<file path="config.mk">
export PLATFORM = sky130hd
export DESIGN_NAME = axis_mux_config
export DESIGN_NICKNAME = d
export VERILOG_FILES = /design/src/design/axis_mux_pkg.sv /design/src/design/axis_mux_config.sv
export VERILOG_INCLUDE_DIRS = /design/src /design/src/include
export SDC_FILE = /design/constraint.sdc
export NUM_CORES = 1
export LEC_CHECK = 0
export ABC_AREA = 0
export BUFFER_PORTS_ARGS = -buffer_cell sky130_fd_sc_hd__clkbuf_2
export CAP_MARGIN = 20
export CORE_MARGIN = 1.5
export CORE_UTILIZATION = 49
export DETAILED_ROUTE_END_ITERATION = 8
export HOLD_SLACK_MARGIN = 0.02
export MAX_ROUTING_LAYER = met4
export PLACE_DENSITY_LB_ADDON = 0.08
export RECOVER_POWER = 25
export SLEW_MARGIN = 30
export SYNTH_ARGS = -nofsm -noshare
export SYNTH_HDL_FRONTEND = slang
export SYNTH_SLANG_ARGS = --single-unit
</file>
<file path="constraint.sdc">
create_clock -name aclk -period 2.6 [get_ports aclk]
set_clock_uncertainty 0.05 [all_clocks]
set_input_delay 0.52 -clock aclk [delete_from_list [all_inputs] [get_ports aclk]]
set_output_delay 0.52 -clock aclk [all_outputs]
set_load 0.1 [all_outputs]
</file>
<file path="src/include/axis_mux_consts.svh">
/* Sizing constants for the AXI4-Stream multiplexer
 * Input count, beat width, sideband widths and register addresses
 */
`ifndef AXIS_MUX_CONSTS_SVH
`define AXIS_MUX_CONSTS_SVH

`define AXIS_MUX_INPUTS 4           // Stream inputs merged onto one output
`define AXIS_MUX_TDATA_BYTES 4      // Bytes per beat

// Sideband field widths, carried unchanged from input to output
`define AXIS_MUX_TDEST_WIDTH 4
`define AXIS_MUX_TUSER_WIDTH 8
`define AXIS_MUX_TID_WIDTH 4

// Register map of the configuration port
`define AXIS_MUX_ADDR_ENABLE 0      // Input enable mask
`define AXIS_MUX_ADDR_MODE 1        // Arbitration mode
`define AXIS_MUX_ADDR_PKT_COUNT 2   // Forwarded packets, cleared by a write

`endif

</file>
<file path="src/design/axis_mux_pkg.sv">
/* Shared types of the AXI4-Stream multiplexer
 * Stream field types, input mask and index, register port types
 * and the arbitration mode
 */
`include "axis_mux_consts.svh"

package axis_mux_pkg;

    // One data beat, byte addressable
    typedef logic [`AXIS_MUX_TDATA_BYTES-1:0][7:0] tdata_t;

    // Per-byte qualifier, used for tkeep and tstrb
    typedef logic [`AXIS_MUX_TDATA_BYTES-1:0] byte_mask_t;

    typedef logic [`AXIS_MUX_TDEST_WIDTH-1:0] tdest_t;
    typedef logic [`AXIS_MUX_TUSER_WIDTH-1:0] tuser_t;
    typedef logic [`AXIS_MUX_TID_WIDTH-1:0] tid_t;

    // One bit per input
    typedef logic [`AXIS_MUX_INPUTS-1:0] input_mask_t;
    typedef logic [$clog2(`AXIS_MUX_INPUTS)-1:0] input_idx_t;

    typedef enum logic {
        ARB_FIXED       = 1'b0,     // Lowest index wins
        ARB_ROUND_ROBIN = 1'b1      // Rotate after the last granted input
    } arb_mode_e;

    // Register port
    typedef logic [1:0] cfg_addr_t;
    typedef logic [31:0] cfg_word_t;

endpackage

</file>
<file path="src/design/axis_mux_config.sv">
/* Configuration registers of the multiplexer
 * Input enable mask, arbitration mode and forwarded packet counter
 */
`timescale 1ns/1ps
`include "axis_mux_consts.svh"

module axis_mux_config (
    input logic aclk,
    input logic rst_n,
    input logic cfg_wr,
    input logic cfg_rd,
    input axis_mux_pkg::cfg_addr_t cfg_addr,
    input axis_mux_pkg::cfg_word_t cfg_wdata,
    output axis_mux_pkg::cfg_word_t cfg_rdata,
    input logic pkt_done,
    output axis_mux_pkg::input_mask_t enable,
    output axis_mux_pkg::arb_mode_e mode
);
    import axis_mux_pkg::*;

    cfg_word_t pkt_count;

    logic wr_enable;
    logic wr_mode;
    logic wr_count;

    // Address decode for writes
    assign wr_enable = cfg_wr && (cfg_addr == cfg_addr_t'(`AXIS_MUX_ADDR_ENABLE));
    assign wr_mode = cfg_wr && (cfg_addr == cfg_addr_t'(`AXIS_MUX_ADDR_MODE));
    assign wr_count = cfg_wr && (cfg_addr == cfg_addr_t'(`AXIS_MUX_ADDR_PKT_COUNT));

    always_ff @(posedge aclk) begin
        if (!rst_n) begin
            enable <= '1;           // All inputs on
            mode <= ARB_FIXED;
        end else begin
            if (wr_enable) begin
                enable <= cfg_wdata[`AXIS_MUX_INPUTS-1:0];
            end
            if (wr_mode) begin
                mode <= arb_mode_e'(cfg_wdata[0]);
            end
        end
    end

    // Packet counter, a write to its address clears it
    always_ff @(posedge aclk) begin
        if (!rst_n) begin
            pkt_count <= '0;
        end else if (wr_count) begin
            pkt_count <= '0;
        end else if (pkt_done) begin
            pkt_count <= pkt_count + 1'b1;
        end
    end

    // Read mux, zero when no read is strobed
    always_comb begin
        cfg_rdata = '0;
        if (cfg_rd) begin
            case (cfg_addr)
                cfg_addr_t'(`AXIS_MUX_ADDR_ENABLE): cfg_rdata = cfg_word_t'(enable);
                cfg_addr_t'(`AXIS_MUX_ADDR_MODE): cfg_rdata = cfg_word_t'(mode);
                cfg_addr_t'(`AXIS_MUX_ADDR_PKT_COUNT): cfg_rdata = pkt_count;
                default: cfg_rdata = '0;    // Unmapped address
            endcase
        end
    end

endmodule

</file>
# After elaboration in Yosys (flattened, before gate mapping)
# Index checks and enable logic that the tools add are counted.
# op_classes
n_addsub	1
n_eq_ne	2
n_mux	2
bitwise	1
reduce_logical	5
# ops
operator	n
case mux 32 bit (3 select lines)	1
adder 32 x 1 -> 32 bit (second input constant)	1
2-to-1 mux 32 bit	1
logical AND 1 bit	3
== test 2 x 1 -> 1 bit (second input constant)	1
== test 2 bit (second input constant)	1
logical NOT 2 bit	1
OR reduction 2 bit	1
inverter 1 bit	1
# totals
regBits	37
in_bits	39
elab_cells	14

# Longest topological paths before layout
# Gate-level depths: netlist (run 1).
# depth
ltp_word	3
depth_mapped	6
mapped_depth_nobuf	5

# Least setup slack after synthesis (run 1)
# No wires, ideal clock.
# synth_path
path_type	input to output
start	in cfg_addr[1]
end	out cfg_rdata[17]
t_arrival_ns	2.998
t_required_ns	2.030
setup_slack_ns	-0.968
stages	3
path_cell_list	clkbuf_1 inv_1 nor3_1
# synth_between
elab_chain_len	3
elab_cells_between_ends	5
classes_between	2 x eq/ne; 2 x mux; 1 x reduce/logical
# synth_lines
item	line_no	source
start, declared	axis_mux_config.sv:12	input axis_mux_pkg::cfg_addr_t cfg_addr,
== test 2 bit, or another cell as far along	axis_mux_config.sv:61	case (cfg_addr)
case mux 32 bit (3 select lines) *	axis_mux_config.sv:61	
2-to-1 mux 32 bit *	axis_mux_config.sv:60	if (cfg_rd) begin
end, declared	axis_mux_config.sv:14	output axis_mux_pkg::cfg_word_t cfg_rdata,
# Every way passes the cells marked *; elsewhere a longest branch is shown, timed or not.

# Final worst setup path (run 1)
# layout_path
start	in cfg_addr[1]
end	out cfg_rdata[18]
# Same word-level chain as after synthesis.

==> impl_metrics.csv, run 1 <==
group,metric,value,unit
worst_setup_path,worst_ep_arrival_time,1.78,ns
synthesis,syn-mean-instance-area,8.20,um^2
finish,most_common_cell_after_layout_fill_and_taps_aside,"sky130_fd_sc_hd__dfxtp_1",
detailed_routing,drc,0,
hold_path,worst_hold_path.num_cells,3,
cts,tritoncts,"built",
synthesis,synth-edff-count,0,
timing,fmaxAchievable,0.425,GHz
finish,post_route_cells_drive_above_1_share,28.8,%
synthesis,syn_nets,284,
timing,grt_setup_unrepaired,"no",
hold_path,whs_endpoint,"enable[1]",
timing,slew_headroom,23.5,%
floorplan,fp.dieW,66.9,um
worst_setup_path,worst_r2r_path_depth,4,
synthesis,syn-instance-count,244,
finish,num_antenna_cells,0,
worst_setup_path,critical_path_peak_fanout,24,
finish,finish.net_count,332,
cts,holdBufCountCts,0,
timing,report.final.hold_viol_count,0,
synthesis,yosys_register_bits,37,
hold_path,holdCritPathClass,"input port to register",
floorplan,die_y,66.9,um
synthesis,post_synth_num_cell_types,34,
grt,grt_overflow,0,
synthesis,ys_seq_area_share,37.0,%
cts,cts.htree.levels,2,
synthesis,synth.yosys.warnings,0,
grt,grt_max_degree,26,
detailed_routing,avgViaCountPerCell,5.68,
worst_setup_path,timing.critical_path.required,2.03,ns
timing,fin_tns_setup,0,ns
placement,dpl.hpwl,3330,um
power,power_density,390,nW/um^2
detailed_routing,initialDrtViolationCount,143,
synthesis,synth-async-reset-ratio,0,%
synthesis,dominantRegCellSynth,"sky130_fd_sc_hd__dfxtp_1",
worst_setup_path,critical_path.reg2reg.endpoint,"pkt_count[21]",
floorplan,core,3970,um^2
worst_setup_path,worst_setup_path_start_kind,"input port",
timing,maxSlewViolCount,0,
flow_run,number_of_max_capacitance_violations_reported,0,
grt,grt_pass1_vias,1725,
power,power.total,1.10,mW
worst_setup_path,worst_setup_path_end_kind,"output port",
cts,clk_pin_slew_worst_paths,0.07,ns
timing,fin_crit,2.35,ns
timing,worst_pin_slew,1.15,ns
cts,cts_setup_buffers,0,
worst_setup_path,setup.worst_path.class,"input port to output port",
placement,gp_routability_congestion,0.791,
detailed_routing,total_routed_length,4510,um
cts,cts_buffers,5,
worst_setup_path,worst_setup_slack_for_register_to_register_paths,0.46,ns
worst_setup_path,r2r_start,"pkt_count[4]",
finish,register_area,741,um^2
floorplan,fp.dieArea,4480,um^2
power,total_leakage_power,1.05,nW
timing,finalCritPeriodShare,90.4,%
detailed_routing,detail_route.first_pass.iterations,4,
detailed_routing,route.antenna.remaining_nets,0,
cts,clock_tree.root_cell,"sky130_fd_sc_hd__clkbuf_8",
floorplan,start_util,50.4,%
placement,port_buffers,47,
floorplan,top_level_ports,76,
synthesis,synth.area.top_cells,"sky130_fd_sc_hd__dfxtp_1 37%, sky130_fd_sc_hd__and2_1 8.4%, sky130_fd_sc_hd__mux2i_1 6.0%, sky130_fd_sc_hd__nand2_1 4.7%, sky130_fd_sc_hd__or3_1 4.1%",
hold_path,hold_start,"cfg_wdata[1]",
finish,final_core_utilization,70.7,%
cts,cts.repair.resized,0,
finish,area_delta_synth_final,40.2,%
cts,tritoncts_num_sinks,37,
synthesis,syn-cell-area,2000,um^2
power,worst_ir_drop_vdd,0.000356,V
detailed_routing,route.vias.total,1944,
outcome,status,"completed",
grt,number_of_antenna_violations_at_the_first_check_in_global_routing,0,
finish,most-common-layout-cells,"37 x sky130_fd_sc_hd__dfxtp_1, 26 x sky130_fd_sc_hd__buf_12, 25 x sky130_fd_sc_hd__nand2_1, 20 x sky130_fd_sc_hd__and2_2, 20 x sky130_fd_sc_hd__clkbuf_2",
timing,setup_viol,0,
finish,multiInputGateArea,1240,um^2
synthesis,synth.top_cell.area_share,37.0,%
grt,grt_pass1_wl,7820,um
floorplan,std_cell_rows,23,
synthesis,netlist.top_cell.by_area,"sky130_fd_sc_hd__dfxtp_1",
finish,layout.filler_cells,340,
cts,cts-root-to-sink-buffers,2,
detailed_routing,detail_route.wl_per_cell,13.2,um
grt,grt_usage,23.7,%
cts,worstSkewPairLatency,0.29,ns
[worst max path at each step]
stage / depth (start not counted) / to / start / slack (ns)
2_1_floorplan: 3 / cfg_rdata[17] / cfg_addr[1] / -0.16
3_3_place_gp: 6 / cfg_rdata[18] / cfg_addr[1] / 0.29
3_5_place_dp: 6 / cfg_rdata[18] / cfg_addr[1] / 0.28
4_1_cts: 6 / cfg_rdata[8] / cfg_addr[1] / 0.24
5_1_grt: 6 / cfg_rdata[8] / cfg_addr[1] / 0.11
6_report: 6 / cfg_rdata[18] / cfg_addr[1] / 0.25
[kinds of logic after synthesis]
group           count (synthesis)  synth area share, %
fa+ha+maj                       1                0.625
mux                            12                 6.00
xor+xnor                       10                 4.38
compound gates                 37                 11.5
simple gates                  132                 37.3
flops                          37                 37.0
buf+inv                        15                 3.25
[cells in the mapped netlist, drive strengths merged, types with 8 or more instances]
master	number
dfxtp	37
clkbuf	8
a21oi	15
mux2i	12
nor2	16
and2	27
nand4	11
or4	9
nand2	25
or3	13
[per-stage QoR]
stage,cells,hold WS [ns],setup slack [ns],area (um^2)
2_1_floorplan,244,0.397,-0.156,2050
3_3_place_gp,335,0.409,0.285,2730
3_5_place_dp,335,0.419,0.281,2730
4_1_cts,342,0.389,0.239,2810
5_1_grt,342,0.419,0.113,2810
6_report,342,0.394,0.249,2810
[worst max-delay path, stage by stage]
cell                       delay, ns
sky130_fd_sc_hd__clkbuf_2       0.19
sky130_fd_sc_hd__inv_1          0.13
sky130_fd_sc_hd__nor2_1         0.26
sky130_fd_sc_hd__buf_4          0.28
sky130_fd_sc_hd__and2_2         0.21
sky130_fd_sc_hd__buf_12         0.18
[sequential cells by signal, indices dropped and copies added, names as in the netlist]
name       count
enable         4
pkt_count     32
mode           1
[routing by layer]
layer	global-route usage (%)	up-vias	wire [um]
li1	-	979	-
met1	29.0	905	2090
met2	38.5	53	2150
met3	5.57	7	205
met4	7.65	0	63
met5	-	-	0
[area by class of cell]
| type | instances | share of cell area (%) |
|---|---|---|
| clock buffer | 7 | 3.07 |
| inverter | 4 | 0.535 |
| sequential | 37 | 26.4 |
| tap | 50 | 2.23 |
| timing repair buffer | 52 | 23.4 |
| multi-input combinational | 192 | 44.3 |
[power by group]
part	internal (mW)	leakage (nW)	switching, mW	total (mW)
Combinational	0.0281	0.710	0.0822	0.110
Sequential	0.572	0.299	0.00534	0.577
Clock	0.210	0.0443	0.198	0.408
Total	0.810	1.05	0.285	1.10
Note: power is estimated with default switching activity, not from simulation.
==> inputs of run 2 (changes only) <==
--- a/config.mk
+++ b/config.mk
@@ -14,7 +14,7 @@
 export DETAILED_ROUTE_END_ITERATION = 8
 export HOLD_SLACK_MARGIN = 0.02
 export MAX_ROUTING_LAYER = met4
-export PLACE_DENSITY_LB_ADDON = 0.08
+export PLACE_DENSITY = 0.8
 export RECOVER_POWER = 25
 export SLEW_MARGIN = 30
 export SYNTH_ARGS = -nofsm -noshare
==> run 2 against run 1 <==
Compared with the run above:
- design area rose by 0.94%
- combinational power about the same
- via count rose by 0.93%
- clock power grew 26%
- critical path depth stayed put
- global-route usage hardly changed
- critical endpoint is now cfg_rdata[6]
- largest cell class unchanged
- largest power group unchanged
==> impl_metrics.csv, run 2 (same netlist as run 1, synthesis figures left out) <==
group,metric,value,unit
finish,final_core_utilization,71.4,%
timing,report.final.hold_viol_count,0,
finish,most_common_cell_after_layout_fill_and_taps_aside,"sky130_fd_sc_hd__dfxtp_1",
floorplan,fp.dieArea,4480,um^2
timing,fmaxAchievable,0.429,GHz
finish,largestRegisters,"pkt_count: 32 flops, enable: 4 flops, mode: 1 flops",
placement,dpl.hpwl,3450,um
timing,grt_setup_unrepaired,"no",
timing,setup_viol,0,
cts,tritoncts,"built",
flow_run,number_of_max_capacitance_violations_reported,0,
grt,grt_max_degree,27,
worst_setup_path,cp_cell_sequence,"clkbuf_2 > nand2b_1 > nor2_1 > buf_4 > and2_1 > buf_12",
timing,worst_pin_slew,1.05,ns
finish,stdcell_count,342,
floorplan,start_util,50.4,%
worst_setup_path,critPathSlowestCell,"sky130_fd_sc_hd__nand2b_1",
floorplan,core,3970,um^2
grt,grt_pass1_vias,1740,
cts,cts.repair.resized,0,
detailed_routing,detail_route.wl_per_cell,13.6,um
detailed_routing,route.vias.total,1962,
worst_setup_path,worst_ep_arrival_time,1.76,ns
finish,post_route_cells_drive_above_1_share,29.1,%
timing,post_route_hold_slack,0.398,ns
grt,number_of_antenna_violations_at_the_first_check_in_global_routing,0,
grt,grt_usage,23.6,%
finish,finish.net_count,331,
finish,largest_reg_flops,32,
timing,maxSlewViolCount,0,
detailed_routing,detail_route.first_pass.iterations,4,
cts,cts_buffers,5,
timing,fin_crit,2.33,ns
cts,cts.htree.levels,2,
worst_setup_path,critPathTopFamily,"simple AND/OR/NAND/NOR gates",
finish,regMostFlops,"pkt_count",
finish,most-common-layout-cells,"37 x sky130_fd_sc_hd__dfxtp_1, 26 x sky130_fd_sc_hd__buf_12, 25 x sky130_fd_sc_hd__nand2_1, 20 x sky130_fd_sc_hd__and2_2, 20 x sky130_fd_sc_hd__clkbuf_2",
detailed_routing,initialDrtViolationCount,201,
finish,num_antenna_cells,0,
worst_setup_path,worst_setup_path_end_kind,"output port",
power,total_leakage_power,1.07,nW
cts,cts-root-to-sink-buffers,2,
worst_setup_path,timing.critical_path.required,2.03,ns
worst_setup_path,path_buf_inv,3,
floorplan,fp.dieW,66.9,um
finish,layout.filler_cells,307,
cts,worstSkewPairLatency,0.29,ns
placement,gp_routability_congestion,0.830,
finish,area_delta_synth_final,41.6,%
placement,port_buffers,47,
detailed_routing,route.antenna.remaining_nets,0,
hold_path,holdCritPathClass,"input port to register",
floorplan,die_y,66.9,um
grt,grt_overflow,0,
floorplan,std_cell_rows,23,
worst_setup_path,slowest_delay,0.32,ns
cts,clk_pin_slew_worst_paths,0.07,ns
worst_setup_path,worst_setup_path_start_kind,"input port",
cts,tritoncts_num_sinks,37,
detailed_routing,total_routed_length,4650,um
placement,dp_cells,334,
worst_setup_path,critical_path_peak_fanout,26,
floorplan,top_level_ports,76,
power,power_density,423,nW/um^2
detailed_routing,avgViaCountPerCell,5.74,
cts,cts_setup_buffers,0,
worst_setup_path,setup.worst_path.class,"input port to output port",
cts,holdBufCountCts,0,
power,worst_ir_drop_vdd,0.000394,V
detailed_routing,drc,0,
timing,finalCritPeriodShare,89.7,%
grt,grt_pass1_wl,7850,um
finish,register_area,741,um^2
finish,multiInputGateArea,1240,um^2
cts,clock_tree.root_cell,"sky130_fd_sc_hd__clkbuf_8",
outcome,status,"completed",
timing,slew_headroom,29.7,%
## run 2: cell count changes in the layout (fill, tap and decap cells not counted), sizes merged
cell / change
bufinv: +1
clkbuf: -1
## run 2: worst paths after layout
path / startpoint / to / slack (ns) / depth (start not counted)
max: cfg_addr[0] / cfg_rdata[6] / 0.27 / 6
min: cfg_wdata[3] / enable[3] / 0.40 / 3
max reg2reg: pkt_count[4] / pkt_count[23] / 0.42 / 4
min reg2reg: pkt_count[31] / pkt_count[31] / 0.43 / 2
## run 2: stage by stage
stage	area [um^2]	total power, mW	worst slack (ns)	setup TNS, ns
6_report	2830	1.20	0.268	0
5_1_grt	2830	1.25	0.140	0
4_1_cts	2840	1.21	0.254	0
3_5_place_dp	2720	0.701	0.266	0
3_3_place_gp	2720	0.698	0.318	0
2_1_floorplan	2050	0.673	-0.156	-0.156
## run 2: layout make-up
class	count	share of cell area, %
Multi-Input combinational cell	192	43.9
Sequential cell	37	26.1
Timing Repair Buffer	51	23.1
Clock buffer	7	3.05
Tap cell	50	2.21
Clock inverter	1	1.06
Inverter	4	0.530
## run 2: where the power goes
group          switching (mW)  leakage [nW]  internal, mW
clock network           0.200        0.0585         0.313
logic                  0.0820         0.709        0.0277
registers             0.00547         0.299         0.572
total                   0.287          1.07         0.912
## run 2: metal layers
metal  routed length [um]  vias up  GRT usage (%)
li1                     -      985              -
met2                 2310       63           40.5
met1                 2060      908           27.9
met3                  223        6           4.56
met4                   63        0           7.40
met5                    0        -              -
## run 2: worst reg2reg max path, stage by stage (launching register included)
cell and delay (ns):
sky130_fd_sc_hd__dfxtp_1 0.45, sky130_fd_sc_hd__nand4_2 0.20, sky130_fd_sc_hd__or4_4 0.70, sky130_fd_sc_hd__or4_1 0.55
sky130_fd_sc_hd__a21oi_1 0.15
==> inputs of run 3 (changes only) <==
--- a/config.mk
+++ b/config.mk
@@ -14,7 +14,7 @@
 export DETAILED_ROUTE_END_ITERATION = 8
 export HOLD_SLACK_MARGIN = 0.02
 export MAX_ROUTING_LAYER = met4
-export PLACE_DENSITY = 0.8
+export PLACE_DENSITY = 0.78
 export RECOVER_POWER = 25
 export SLEW_MARGIN = 30
 export SYNTH_ARGS = -nofsm -noshare
==> constraint.sdc (replaced) <==
create_clock -name aclk -period 2.6 [get_ports aclk]
set_clock_uncertainty 0.05 [all_clocks]
set_input_delay 0.26 -clock aclk [delete_from_list [all_inputs] [get_ports aclk]]
set_output_delay 0.26 -clock aclk [all_outputs]
set_load 0.1 [all_outputs]
==> run 3 against run 2 <==
Compared with the run above:
- fmax rose by 7.0%
- highest routed layer unchanged
- wire length is 2.3% lower
- utilization decreased by 1.7 points
==> impl_metrics.csv, run 3 (same netlist as run 1, synthesis figures left out) <==
group,metric,value,unit
placement,postPlaceCellArea,2680,um^2
worst_setup_path,setup.worst_path.class,"register to register",
worst_setup_path,worst_ep_arrival_time,2.34,ns
worst_setup_path,slowest_delay,0.70,ns
placement,dp_cells,334,
floorplan,core,3970,um^2
cts,cts-root-to-sink-buffers,2,
detailed_routing,initialDrtViolationCount,96,
outcome,status,"completed",
worst_setup_path,critical_path_peak_fanout,20,
detailed_routing,drc,0,
timing,fmaxAchievable,0.459,GHz
cts,clk_pin_slew_worst_paths,0.07,ns
grt,groute.layer.met3.usage,5.07,%
placement,port_buffers,47,
placement,gp_routability_congestion,0.817,
grt,grt_overflow,0,
worst_setup_path,worst_setup_path_end_kind,"register",
timing,setup_viol,0,
cts,cts_setup_buffers,0,
finish,area_delta_synth_final,38.2,%
floorplan,start_util,50.4,%
floorplan,die_y,66.9,um
worst_setup_path,path_buf_inv,0,
grt,grt_usage,22.3,%
finish,post_route_cells_drive_above_1_share,19.9,%
placement,post-place-ws,0.485,ns
grt,gr_layer_usage_met1,26.8,%
floorplan,fp.dieW,66.9,um
finish,stdcell_count,342,
grt,grt_pass1_vias,1668,
detailed_routing,route.antenna.remaining_nets,0,
worst_setup_path,critPathTopFamily,"simple AND/OR/NAND/NOR gates",
worst_setup_path,worst_r2r_path_depth,4,
grt,gr-max-usage-layer,"met2",
worst_setup_path,cp_cell_sequence,"nand4_2 > or4_4 > or4_1 > a21oi_1",
cts,tritoncts_num_sinks,37,
floorplan,fp.dieArea,4480,um^2
power,power_density,408,nW/um^2
cts,holdBufCountCts,0,
placement,dpl.hpwl,3340,um
timing,maxSlewViolCount,0,
power,power.total,1.13,mW
finish,largest_reg_flops,32,
finish,layout.filler_cells,302,
timing,fin_crit,2.18,ns
finish,num_antenna_cells,0,
floorplan,top_level_ports,76,
finish,finish.net_count,331,
floorplan,std_cell_rows,23,
detailed_routing,detail_route.wl_per_cell,13.3,um
grt,grt_pass1_wl,7470,um
finish,largestRegisters,"pkt_count: 32 flops, enable: 4 flops, mode: 1 flops",
timing,timing.final.ws_setup,0.419,ns
grt,number_of_antenna_violations_at_the_first_check_in_global_routing,0,
finish,most-common-layout-cells,"37 x sky130_fd_sc_hd__dfxtp_1, 27 x sky130_fd_sc_hd__and2_1, 26 x sky130_fd_sc_hd__buf_12, 25 x sky130_fd_sc_hd__nand2_1",
flow_run,number_of_max_capacitance_violations_reported,0,
hold_path,holdCritPathClass,"input port to register",
timing,fin_tns_setup,0,ns
detailed_routing,route.vias.total,1945,
cts,clock_tree.root_cell,"sky130_fd_sc_hd__clkbuf_8",
timing,slew_headroom,22.1,%
power,worst_ir_drop_vdd,0.000390,V
detailed_routing,avgViaCountPerCell,5.69,
finish,layout.cell_area.non_filler,2770,um^2
cts,tritoncts,"built",
cts,cts.htree.levels,2,
grt,grt.met2_usage,37.3,%
timing,worst_pin_slew,1.17,ns
grt,grt_max_degree,26,
worst_setup_path,timing.critical_path.required,2.76,ns
worst_setup_path,worstSetupEndpoint,"pkt_count[21]",
timing,finalCritPeriodShare,83.9,%
cts,cts_buffers,5,
finish,regMostFlops,"pkt_count",
worst_setup_path,critical_path.reg2reg.endpoint,"pkt_count[21]",
worst_setup_path,r2r_start,"pkt_count[4]",
finish,most_common_cell_after_layout_fill_and_taps_aside,"sky130_fd_sc_hd__dfxtp_1",
cts,worstSkewPairLatency,0.29,ns
timing,post_route_hold_slack,0.139,ns
worst_setup_path,worstSetupStartpoint,"pkt_count[4]",
worst_setup_path,worst_setup_path_start_kind,"register",
cts,cts.repair.resized,0,
worst_setup_path,worst_setup_slack_for_register_to_register_paths,0.42,ns
timing,grt_setup_unrepaired,"no",
worst_setup_path,critPathSlowestCell,"sky130_fd_sc_hd__or4_4",
worst_setup_path,worstSetupPathDepth,4,
detailed_routing,detail_route.first_pass.iterations,4,
detailed_routing,total_routed_length,4540,um
finish,final_core_utilization,69.7,%
timing,report.final.hold_viol_count,0,
power,total_leakage_power,1.02,nW
-- run 3: cell types whose count changed in the layout (fill, tap and decap cells not counted) --
| cell | change |
|---|---|
| sky130_fd_sc_hd__and2_2 | -20 |
| sky130_fd_sc_hd__nor3_1 | +2 |
| sky130_fd_sc_hd__clkbuf_1 | +5 |
| sky130_fd_sc_hd__clkbuf_8 | +1 |
| sky130_fd_sc_hd__nor3_4 | -1 |
| sky130_fd_sc_hd__clkinv_2 | +1 |
| sky130_fd_sc_hd__nor3_2 | -1 |
| sky130_fd_sc_hd__clkbuf_2 | -5 |
| sky130_fd_sc_hd__and2_1 | +20 |
| sky130_fd_sc_hd__bufinv_16 | -1 |
| sky130_fd_sc_hd__buf_4 | -1 |
-- run 3: metal layers --
metal / up-vias / part of all wire (%) / wire length (um)
met1: 904 / 44 / 2010
met3: 2 / 5.0 / 227
met2: 61 / 50 / 2270
li1: 978 / - / -
met4: 0 / 0.64 / 29
met5: - / 0 / 0
-- run 3: final cells by class --
type,instances,area (um^2),share of cell area [%]
tap,50,62.6,2.26
inverter,4,15.0,0.542
timing repair buffer,51,644,23.3
clock buffer,7,96.3,3.48
clock inverter,1,5.00,0.181
sequential,37,741,26.8
multi-input combinational,192,1200,43.5
-- run 3: how the worst min path moves through the flow --
stage | from | endpoint | cells after the start
floorplan | rst_n | enable[0] | 1
global placement | pkt_count[31] | pkt_count[31] | 2
detailed placement | mode | mode | 2
CTS | cfg_wdata[2] | enable[2] | 3
global route | cfg_wdata[2] | enable[2] | 3
finish | cfg_wdata[2] | enable[2] | 3
-- run 3: worst register-to-register path, stage by stage (launching register included) --
cell and delay (ns):
sky130_fd_sc_hd__dfxtp_1 0.44, sky130_fd_sc_hd__nand4_2 0.21, sky130_fd_sc_hd__or4_4 0.70, sky130_fd_sc_hd__or4_1 0.55, sky130_fd_sc_hd__a21oi_1 0.15
-- run 3: where the power goes --
group | switching [mW] | leakage, nW | internal [mW]
Clock | 0.205 | 0.0542 | 0.240
Combinational | 0.0803 | 0.670 | 0.0269
Sequential | 0.00544 | 0.299 | 0.572
